--- src/hw/maskmem_pkg.sv ---
// Shared word, select and request types plus register offsets for the masked-write memory
package maskmem_pkg;

  // Data word width, one mask bit per data bit
  localparam int WORD_W = 32;

  // One byte select per byte of a word
  localparam int SEL_W = WORD_W / 8;

  // Register space holds two registers
  localparam int REG_AW = 1;

  // Memory and bus data word, also used as a bit mask
  typedef logic [WORD_W-1:0] word_t;

  // Wishbone byte selects
  typedef logic [SEL_W-1:0] sel_t;

  // Offset inside the register space
  typedef logic [REG_AW-1:0] reg_addr_t;

  // One request toward the memory or the register block
  // Address travels beside it since its width follows ELS
  typedef struct packed {
    logic  valid;
    logic  we;
    word_t data;
    // 1 takes the new bit, 0 keeps the stored one
    word_t mask;
  } mem_req_t;

  // Write mask register, read and write
  localparam reg_addr_t REG_MASK = reg_addr_t'(0);

  // Bypass event counter, read only
  localparam reg_addr_t REG_HAZARDS = reg_addr_t'(1);

endpackage

--- src/hw/mem_ctrl_regs.sv ---
// Control registers holding the bit write mask and a saturating bypass event counter
`timescale 1ns/1ns

module mem_ctrl_regs (
  input  logic                   clk_i,
  input  logic                   rst_i,
  input  maskmem_pkg::mem_req_t  reg_req_i,
  input  maskmem_pkg::reg_addr_t reg_addr_i,
  input  logic                   hazard_i,
  output maskmem_pkg::word_t     wmask_o,
  output maskmem_pkg::word_t     reg_data_o
);

  // Write mask, all bits writable after reset
  maskmem_pkg::word_t wmask_r;
  // Bypass events seen by the memory
  maskmem_pkg::word_t hazard_cnt;
  logic               mask_wr;

  assign mask_wr = reg_req_i.valid & reg_req_i.we
                 & (reg_addr_i == maskmem_pkg::REG_MASK);

  always_ff @(posedge clk_i)
  begin
    if (rst_i)
      wmask_r <= '1;
    else if (mask_wr)
      wmask_r <= reg_req_i.data;
  end

  // Counter sticks at its top value
  always_ff @(posedge clk_i)
  begin
    if (rst_i)
      hazard_cnt <= '0;
    else if (hazard_i && (hazard_cnt != '1))
      hazard_cnt <= hazard_cnt + 1'b1;
  end

  // Registered read mux, value returns with ack
  always_ff @(posedge clk_i)
  begin
    if (reg_req_i.valid)
    begin
      if (reg_addr_i == maskmem_pkg::REG_HAZARDS)
        reg_data_o <= hazard_cnt;
      else
        reg_data_o <= wmask_r;
    end
  end

  assign wmask_o = wmask_r;

endmodule

--- config.mk ---
export PLATFORM = sky130hd
export DESIGN_NAME = mem_ctrl_regs
export DESIGN_NICKNAME = d
export VERILOG_FILES = /design/src/hw/maskmem_pkg.sv /design/src/hw/mem_ctrl_regs.sv
export SDC_FILE = /design/constraint.sdc
export NUM_CORES = 1
export LEC_CHECK = 0
export ABC_AREA = 1
export BUFFER_PORTS_ARGS = -buffer_cell sky130_fd_sc_hd__buf_2
export CAP_MARGIN = 25
export CORE_ASPECT_RATIO = 1.4
export CORE_MARGIN = 5
export CORE_UTILIZATION = 50
export DETAILED_ROUTE_END_ITERATION = 8
export HOLD_SLACK_MARGIN = 0.1
export PLACE_DENSITY = 0.88
export SETUP_SLACK_MARGIN = 0.5
export SYNTH_ARGS = -nofsm -noshare
export SYNTH_HDL_FRONTEND = slang
export SYNTH_SLANG_ARGS = --single-unit
--- constraint.sdc ---
create_clock -name clk_i -period 2.05 [get_ports clk_i]
set_input_delay 0.3075 -clock clk_i [delete_from_list [all_inputs] [get_ports clk_i]]
set_output_delay 0.3075 -clock clk_i [all_outputs]
set_load 0.1 [all_outputs]
==> impl_metrics.py, run 1 <==
metrics = {
    "synth": {
        "syn_area_per_cell_um2": 7.363,
        "synth_ff_type": "dfxtp_1",
        "postSynthCellCount": 599,
        "synth_edf_count": 32,
        "synth_top_area_frac": 0.2905,
        "ys_seq_elements": 96,
        "synthesis.area_um2": 4410,
        "synth_seq_area_share": 0.5084,
        "ys_warn_count": 0,
        "synth.most_common_cell": "nand2_1",
        "synth_common_cells": "235 x nand2_1, 78 x nor2_1, 64 x dfxtp_1",
        "syn-num-nets": 670,
        "synth.area.top_cells": "dfxtp_1 29%, edfxtp_1 22%, nand2_1 20%, nor2_1 6.6%, nand3_1 5.1%",
        "async_reset_ff_frac": 0,
        "netlist-cell-type-count": 23,
        "yosysTopAreaCell": "dfxtp_1",
    },
    "timing": {
        "fin_crit_sh": 0.8153,
        "slew_violations": 0,
        "tns_ps": 0,
        "period_minus_slack_ps": 1671,
        "holdWs_ps": 153.2,
        "slew_headroom": 0.3344,
        "finClkSkew_ps": 10.29,
        "finalHoldViolCount": 0,
        "tightest_slew_ps": 997.3,
        "rsz0062_at_grt": "yes",
        "max_clock_freq_mhz": 598.3,
        "setup_viol": 0,
    },
    "floorplanning": {
        "die-area_um2": 10830,
        "core_area_um2": 8608,
        "initial_utilization": 0.5124,
        "io_pins": 134,
        "dieHeight_um": 121.1,
        "rows": 40,
        "dieWidth_um": 89.38,
    },
    "placement": {
        "dp_cells": 786,
        "hpwl_um": 8378,
        "io_buffers": 101,
        "routabilityCongestion": 1.013,
    },
    "global_route": {
        "antenna_found_initial": 0,
        "grt_pass1_vias": 4216,
        "grt_overflow": 0,
        "grtUsageTotal": 0.2324,
        "grt_max_degree": 56,
        "grt_pass1_wl_um": 19420,
    },
    "run_status": {
        "status": "completed",
    },
    "cts": {
        "cts_root_buffer": "clkbuf_16",
        "ctsHoldBuffers": 0,
        "clock_sinks": 96,
        "clockBufferDepth": 2,
        "tritoncts": "yes",
        "clk_pin_slew_ps": 70,
        "numCtsBuffers": 9,
        "h-tree-depth": 3,
        "clkLatencyLatePin_ps": 350,
    },
    "worst_setup_path": {
        "cp-start-kind": "flop",
        "worst_setup_path_end_kind": "flop",
        "r2r-start": "hazard_cnt[6]",
        "cp.required_ps": 2310,
        "worstPathArrival_ps": 1930,
        "startpoint": "hazard_cnt[6]",
        "path_class": "flop to flop",
        "critPathMaxFanout": 6,
    },
    "finish": {
        "final_cells": 816,
        "drive_above_1_share": 0.3038,
        "n_antenna_cell": 0,
        "num-fill-cells": 649,
        "area_growth_pct": 30.21,
        "fin_nets": 777,
    },
    "run": {
        "cap_violations": 0,
    },
    "power_and_ir_drop": {
        "power.total_mw": 4.582,
        "clockPowerShare": 0.341,
        "p_seq_frac": 0.461,
        "leakagePower_nw": 2.574,
        "power_density_nw_per_um2": 797.8,
        "vdd_ir_drop_max_mv": 0.7483,
        "combPwrFrac": 0.199,
        "swShare": 0.3393,
        "p_sw_mw": 1.555,
        "intPower_mw": 3.027,
    },
    "route": {
        "wire_per_inst_um": 15.97,
        "drtPass1Iterations": 5,
        "routed_via_density": 5.423,
        "vias": 4425,
        "drc": 0,
        "wirelength_um": 13030,
        "first_iter_violations": 305,
        "ant_nets": 0,
    },
    "min_path": {
        "hold_class": "primary input to flop",
        "hp-start": "reg_req_i[34]",
    },
}
## registers in the layout, summed over array words and instances (netlist names)
signal      count
hazard_cnt     32
wmask_o        32
reg_data_o     32
## metrics by stage
step	instance area (um2)	utilization	setup slack, ps
after global routing	5743	0.6672	353.7
after CTS	5460	0.6343	460.9
after detailed placement	4996	0.5804	173.3
after global placement	4996	0.5804	261.2
after floorplan	4413	-	501.1
final	5743	0.6672	378.6
## worst paths after layout
kind	cells after the start	slack (ps)	to
max	9	380	hazard_cnt[10]
min	3	150	wmask_o[2]
max reg2reg	9	380	hazard_cnt[10]
min reg2reg	2	500	hazard_cnt[14]
## final cells by class
| class | count | area [um2] | share of cell area |
|---|---|---|---|
| repair buffers | 118 | 661.9 | 0.1153 |
| flip-flops and latches | 96 | 2281 | 0.3972 |
| well taps | 105 | 131.4 | 0.02288 |
| clock inverters | 7 | 46.29 | 0.008061 |
| multi-input cells | 437 | 2232 | 0.3887 |
| inverters | 44 | 165.2 | 0.02876 |
| clock buffers | 9 | 225.2 | 0.03922 |
## power groups by stage
stage	clock, mW	sequential (mW)	combinational (mW)
final	1.56	2.11	0.910
after detailed placement	0	2.15	0.876
after CTS	1.55	2.11	0.896
after global routing	1.64	2.12	0.953
after global placement	0	2.15	0.860
after floorplan	0	2.69	0.158
## routing by layer
layer | track usage | vias up | part of all wire
met5 | 0 | - | 0
met4 | 0.1266 | 0 | 0.052
met3 | 0.05027 | 56 | 0.065
met2 | 0.4031 | 194 | 0.53
met1 | 0.2564 | 2061 | 0.35
li1 | - | 2114 | -
## cell usage in the layout (no fill, tap or decap), drive strengths merged
cell type / Yosys / layout
a21oi: 15 / 15
edfxtp: 32 / 32
nand2: 238 / 241
nand3: 46 / 47
nor3: 2 / 2
clkbuf: 18 / 9
nor2: 81 / 81
clkinvlp: 0 / 1
dfxtp: 64 / 64
inv: 44 / 45
ha: 1 / 1
xor2: 15 / 15
o21ai: 30 / 30
nand4: 5 / 5
clkinv: 0 / 5
buf: 8 / 118
## worst max-delay path, cell delays in order (launching register included)
cell and delay (ps):
dfxtp_2 400, nand2_1 170, nor2_4 210, nand2_4 90, nor2_8 120, nand3_4 100, buf_4 160, nand2_8 110
nand2_4 60, a21oi_2 170
## what timing repair did
| action | in CTS | in global routing |
|---|---|---|
| cloned | 3 | 1 |
| setup endpoints to repair | 32 | 32 |
| endpoints found under the hold margin | 0 | 0 |
| buffers inserted | 6 | 4 |
| resized for setup | 36 | 71 |
| pin swaps | 13 | 19 |
## cells by family after synthesis
kind of cell             share of synthesized area
AND/OR/NAND/NOR                             0.3435
buffers and inverters                      0.06439
adder cells (fa/ha/maj)                   0.002836
AO/OA/AOI/OAI                              0.05106
flip-flops                                  0.5084
XOR/XNOR                                   0.02979
No activity file was read; power rests on OpenSTA's default activity.
==> run 2: changes to the inputs <==
--- a/config.mk
+++ b/config.mk
@@ -10,10 +10,10 @@
 export CAP_MARGIN = 25
 export CORE_ASPECT_RATIO = 1.4
 export CORE_MARGIN = 5
-export CORE_UTILIZATION = 50
+export CORE_UTILIZATION = 46
 export DETAILED_ROUTE_END_ITERATION = 8
 export HOLD_SLACK_MARGIN = 0.1
-export PLACE_DENSITY = 0.88
+export PLACE_DENSITY = 0.86
 export SETUP_SLACK_MARGIN = 0.5
 export SYNTH_ARGS = -nofsm -noshare
 export SYNTH_HDL_FRONTEND = slang
==> constraint.sdc (replaced) <==
create_clock -name clk_i -period 1.4 [get_ports clk_i]
set_input_delay 0.21 -clock clk_i [delete_from_list [all_inputs] [get_ports clk_i]]
set_output_delay 0.21 -clock clk_i [all_outputs]
set_load 0.1 [all_outputs]
==> run 2 against run 1 <==
The run now ends with setup timing left. Sequential power rose by 49%. Routed wire length rose by 72%. Setup slack got worse by 830 ps. Critical endpoint is now hazard_cnt[1]. Non-clock buffer count rose by 130. Sequential cell count did not move. Utilization rose by 20 points. First-iteration DRC count rose to 2.9 times the previous value. Combinational power rose by 130%. Highest routed layer unchanged. Largest cell class is now buffers. Die area rose by 7.8%. Sequential share of layout area fell by 11 points. Critical path depth did not move. Worst hold slack got worse by 74 ps.
==> impl_metrics.py, run 2 (synthesis results as in run 1) <==
metrics = {
    "run_status": {
        "status": "finished with violations",
        "violations": "setup timing",
    },
    "cts": {
        "cts_root_buffer": "clkbuf_16",
        "clock_sinks": 96,
        "numCtsBuffers": 9,
        "h-tree-depth": 3,
        "clkLatencyLatePin_ps": 370,
        "clk_pin_slew_ps": 90,
        "tritoncts": "yes",
        "clockBufferDepth": 2,
    },
    "finish": {
        "layout_common_cells": "183 x nand2_1, 96 x buf_4, 67 x buf_12",
        "layout_commonest_cell": "nand2_1",
        "num-fill-cells": 379,
        "area_growth_pct": 84.40,
        "multiInputGateArea_um2": 2337,
        "final_util": 0.8646,
        "fin_nets": 905,
        "drive_above_1_share": 0.4863,
        "regArea_um2": 2375,
        "n_antenna_cell": 0,
    },
    "power_and_ir_drop": {
        "leakagePower_nw": 3.617,
        "power_density_nw_per_um2": 987.9,
        "vdd_ir_drop_max_mv": 0.7582,
        "power.total_mw": 8.035,
    },
    "route": {
        "drtPass1Iterations": 6,
        "vias": 5895,
        "wirelength_um": 22410,
        "first_iter_violations": 886,
        "routed_via_density": 6.212,
        "wire_per_inst_um": 23.61,
        "drc": 0,
        "ant_nets": 0,
    },
    "global_route": {
        "grtUsageTotal": 0.3191,
        "grt_pass1_vias": 5679,
        "antenna_found_initial": 0,
        "grt_overflow": 0,
        "grt_pass1_wl_um": 28860,
        "grt_max_degree": 36,
    },
    "timing": {
        "max_clock_freq_mhz": 539.6,
        "setup_viol": 32,
        "tns_ps": -10370,
        "finalHoldViolCount": 0,
        "setup_slack_ps": -453.4,
        "rsz0062_at_grt": "yes",
        "slew_headroom": 0.6514,
        "period_minus_slack_ps": 1853,
        "fin_crit_sh": 1.324,
        "slew_violations": 0,
        "tightest_slew_ps": 522.8,
        "finClkSkew_ps": 22.75,
    },
    "floorplanning": {
        "rows": 42,
        "io_pins": 134,
        "initial_utilization": 0.4689,
        "die-area_um2": 11670,
        "dieWidth_um": 92.76,
        "dieHeight_um": 125.9,
        "core_area_um2": 9407,
    },
    "placement": {
        "routabilityCongestion": 0.9314,
        "hpwl_um": 9144,
        "io_buffers": 101,
    },
    "worst_setup_path": {
        "worst_setup_path_end_kind": "flop",
        "startpoint": "hazard_cnt[5]",
        "critPathMaxFanout": 6,
        "worstPathArrival_ps": 2110,
        "cp.required_ps": 1650,
        "worstRegToRegCells": 9,
        "cp-start-kind": "flop",
        "path_class": "flop to flop",
        "ff2ff_setup_slack_ps": -450,
        "r2r-start": "hazard_cnt[5]",
        "r2r-end": "hazard_cnt[1]",
    },
    "min_path": {
        "min_path_cells": 3,
        "hp-start": "reg_req_i[47]",
        "whs_endpoint": "wmask_o[15]",
        "hold_class": "primary input to flop",
    },
    "run": {
        "cap_violations": 0,
    },
}
-- run 2: through the flow --
step	setup slack [ps]	cell area [um2]	instances	hold WS, ps
floorplan	-54.41	4707	599	279.1
global placement	-205.5	5678	862	407.2
detailed placement	-271.0	5678	862	411.2
CTS	-157.4	7734	942	101.1
global route	-542.4	8133	949	89.44
finish	-453.4	8133	949	79.56
-- run 2: cell type report --
type | count | area share
Inverter | 44 | 0.02308
Tap cell | 110 | 0.01692
Clock buffer | 11 | 0.02985
Clock inverter | 5 | 0.01062
Sequential cell | 96 | 0.2920
Timing Repair Buffer | 248 | 0.3402
Multi-Input combinational cell | 435 | 0.2874
-- run 2: what timing repair did --
action / 4_1_cts / 5_1_grt
hold endpoints to repair: 30 / 0
pin swaps: 6 / 17
buffers inserted: 32 / 6
hold buffers: 30 / 0
gates cloned: 2 / 1
endpoints found under the setup margin: 113 / 137
resized for setup: 327 / 113
-- run 2: power by group --
part           internal (mW)  total [mW]  switching, mW
registers               3.00        3.15          0.146
clock network           1.64        2.84           1.20
logic                  0.737        2.05           1.31
total                   5.37        8.03           2.66
-- run 2: worst max path at each step --
| stage | to | slack [ps] | depth (start not counted) |
|---|---|---|---|
| final | hazard_cnt[1] | -450 | 9 |
| after global routing | hazard_cnt[1] | -540 | 9 |
| after floorplan | hazard_cnt[20] | -50 | 11 |
| after CTS | hazard_cnt[16] | -160 | 10 |
| after detailed placement | hazard_cnt[8] | -270 | 9 |
| after global placement | hazard_cnt[28] | -210 | 10 |
-- run 2: critical path: stages, from the launching register on --
cell and delay, ps:
dfxtp_2 390, nand2_1 180, nor2_4 210, nand2_4 100, nor2_8 110, nand3_4 140
buf_6 170, nand2_8 120, o21ai_2 60, nor2_1 250
-- run 2: per-layer routing --
layer | global-route usage | wire [um]
met1 | 0.3131 | 6833
met2 | 0.5692 | 10780
met3 | 0.08652 | 2434
met4 | 0.2269 | 2355
met5 | 0 | 0
==> run 3: changes to the inputs <==
--- a/config.mk
+++ b/config.mk
@@ -5,7 +5,7 @@
 export SDC_FILE = /design/constraint.sdc
 export NUM_CORES = 1
 export LEC_CHECK = 0
-export ABC_AREA = 1
+export ABC_AREA = 0
 export BUFFER_PORTS_ARGS = -buffer_cell sky130_fd_sc_hd__buf_2
 export CAP_MARGIN = 25
 export CORE_ASPECT_RATIO = 1.4
==> run 3 against run 2 <==
The run still ends with setup timing left. Die area shrank 5.6%. Via count shrank 22%. Critical path type unchanged. First-iteration DRC count shrank 37%. Combinational power shrank 3%. Cell area shrank 2.7%. Register-to-register slack lost 230 ps. Final cell count shrank 21%.
==> impl_metrics.py, run 3 <==
metrics = {
    "run_status": {
        "status": "finished with violations",
        "violations": "setup timing",
    },
    "timing": {
        "fin_crit_sh": 1.486,
        "tns_ps": -15490,
        "tightest_slew_ps": 546.8,
        "rsz0062_at_grt": "yes",
        "holdWs_ps": 124.7,
        "setup_slack_ps": -680.2,
        "finClkSkew_ps": 7.032,
        "finalHoldViolCount": 0,
        "slew_violations": 0,
        "slew_headroom": 0.6323,
        "period_minus_slack_ps": 2080,
        "max_clock_freq_mhz": 480.7,
        "setup_viol": 32,
    },
    "min_path": {
        "hp-start": "reg_req_i[63]",
        "hold_class": "primary input to flop",
    },
    "placement": {
        "hpwl_um": 7676,
        "routabilityCongestion": 0.8592,
        "io_buffers": 101,
        "place_ws_ps": -553.8,
        "placed_cell_area_um2": 5517,
        "dp_cells": 650,
    },
    "power_and_ir_drop": {
        "combPwrFrac": 0.268,
        "leakagePower_nw": 3.370,
        "vdd_ir_drop_max_mv": 1.011,
        "p_sw_mw": 2.410,
        "intPower_mw": 4.998,
        "p_seq_frac": 0.420,
        "power.total_mw": 7.408,
        "clockPowerShare": 0.312,
        "swShare": 0.3253,
        "power_density_nw_per_um2": 935.8,
    },
    "worst_setup_path": {
        "r2r-start": "hazard_cnt[3]",
        "worst_setup_path_end_kind": "flop",
        "cp-start-kind": "flop",
        "worstPathArrival_ps": 2350,
        "cp.required_ps": 1670,
        "startpoint": "hazard_cnt[3]",
        "crit_chain": "nand4_1 -> or4_4 -> or2_4 -> or4_1 -> a21oi_2",
        "critPathMaxFanout": 7,
        "path_class": "flop to flop",
        "slowest_delay_ps": 590,
        "slowest_stage": "or4_4",
    },
    "finish": {
        "layout_commonest_cell": "nand2_1",
        "area_growth_pct": 91.21,
        "regArea_um2": 2406,
        "fin_nets": 709,
        "drive_above_1_share": 0.5941,
        "multiInputGateArea_um2": 2262,
        "final_util": 0.8869,
        "num-fill-cells": 336,
        "layout_common_cells": "71 x nand2_1, 67 x buf_12, 59 x buf_4",
        "final_cells": 751,
        "finish.instance_area_um2": 7916,
    },
    "synth": {
        "synth.area.top_cells": "dfxtp_1 31%, edfxtp_1 23%, mux2_2 8.7%, nand2_1 7.1%, nand3b_1 5.8%",
        "synth_edf_count": 32,
        "syn-num-nets": 472,
        "ys_warn_count": 0,
        "synth_top_area_frac": 0.3095,
        "async_reset_ff_frac": 0,
        "synth_seq_area_share": 0.5416,
        "synthesis.area_um2": 4140,
        "synth.most_common_cell": "nand2_1",
        "postSynthCellCount": 401,
        "synth_ff_type": "dfxtp_1",
        "netlist-cell-type-count": 41,
        "yosysTopAreaCell": "dfxtp_1",
        "ys_seq_elements": 96,
        "syn_area_per_cell_um2": 10.32,
        "synth_common_cells": "78 x nand2_1, 64 x dfxtp_1, 32 x edfxtp_1, 32 x mux2_2, 32 x nand3b_1",
    },
    "route": {
        "wirelength_um": 19100,
        "wire_per_inst_um": 25.43,
        "drtPass1Iterations": 6,
        "first_iter_violations": 558,
        "vias": 4617,
        "drc": 0,
        "routed_via_density": 6.148,
        "ant_nets": 0,
    },
    "floorplanning": {
        "initial_utilization": 0.4638,
        "rows": 41,
        "io_pins": 134,
        "dieHeight_um": 122.3,
        "dieWidth_um": 90.18,
        "core_area_um2": 8926,
        "die-area_um2": 11020,
    },
    "cts": {
        "clockBufferDepth": 2,
        "clock_sinks": 96,
        "cts_root_buffer": "clkbuf_16",
        "clkLatencyLatePin_ps": 360,
        "h-tree-depth": 3,
        "clk_pin_slew_ps": 70,
        "tritoncts": "yes",
        "numCtsBuffers": 9,
    },
    "run": {
        "cap_violations": 0,
    },
    "global_route": {
        "grt_max_degree": 33,
        "grt_pass1_wl_um": 26540,
        "antenna_found_initial": 1,
        "grtUsageTotal": 0.3098,
        "grt_pass1_vias": 4741,
        "grt_overflow": 0,
    },
}
[run 3: worst paths after layout]
path / to / slack (ps) / cells past startpoint
max: hazard_cnt[31] / -680 / 5
max reg2reg: hazard_cnt[31] / -680 / 5
min: wmask_o[31] / 120 / 3
min reg2reg: wmask_o[3] / 510 / 2
[run 3: final cells by class]
class	count	area share
Sequential cell	96	0.3039
Clock inverter	2	0.001264
Inverter	2	0.0009483
Antenna cell	1	0.0003161
Multi-Input combinational cell	285	0.2858
Tap cell	107	0.01691
Timing Repair Buffer	244	0.3600
Clock buffer	14	0.03082
[run 3: kinds of logic (layout without fill, tap and decap cells)]
family / Yosys count / count (layout) / synth area share
compound gates: 47 / 47 / 0.06800
xor+xnor: 4 / 4 / 0.008463
fa+ha+maj: 1 / 1 / 0.003022
buf+inv: 23 / 262 / 0.02176
flops: 96 / 96 / 0.5416
mux: 37 / 37 / 0.1003
other cells: 0 / 1 / 0
simple gates: 193 / 196 / 0.2569
[run 3: repair_timing]
| action | CTS | global route |
|---|---|---|
| gates cloned | 1 | 2 |
| gates resized for setup | 333 | 60 |
| buffers inserted | 39 | 12 |
| hold endpoints to repair | 30 | 0 |
| endpoints found under the setup margin | 156 | 139 |
| hold buffers | 30 | 0 |
| pin swaps | 13 | 16 |
[run 3: critical path, delay by kind of cell, from the launching register on]
kind,cells,cell delay [ps]
flip-flops,1,340
AND/OR/NAND/NOR,4,1460
AO/OA/AOI/OAI,1,200
[run 3: layer usage]
| metal | track usage | wire, um |
|---|---|---|
| met1 | 0.3493 | 6607 |
| met4 | 0.1583 | 1281 |
| met3 | 0.06990 | 1560 |
| met2 | 0.5485 | 9652 |
| met5 | 0 | 0 |
[run 3: power by group through the flow]
stage / Combinational, mW / Clock, mW / Sequential [mW]
after floorplan: 0.296 / 0 / 3.91
after global placement: 1.33 / 0 / 3.09
after detailed placement: 1.34 / 0 / 3.10
after CTS: 1.87 / 2.21 / 3.10
after global routing: 2.03 / 2.40 / 3.12
final: 1.98 / 2.31 / 3.11
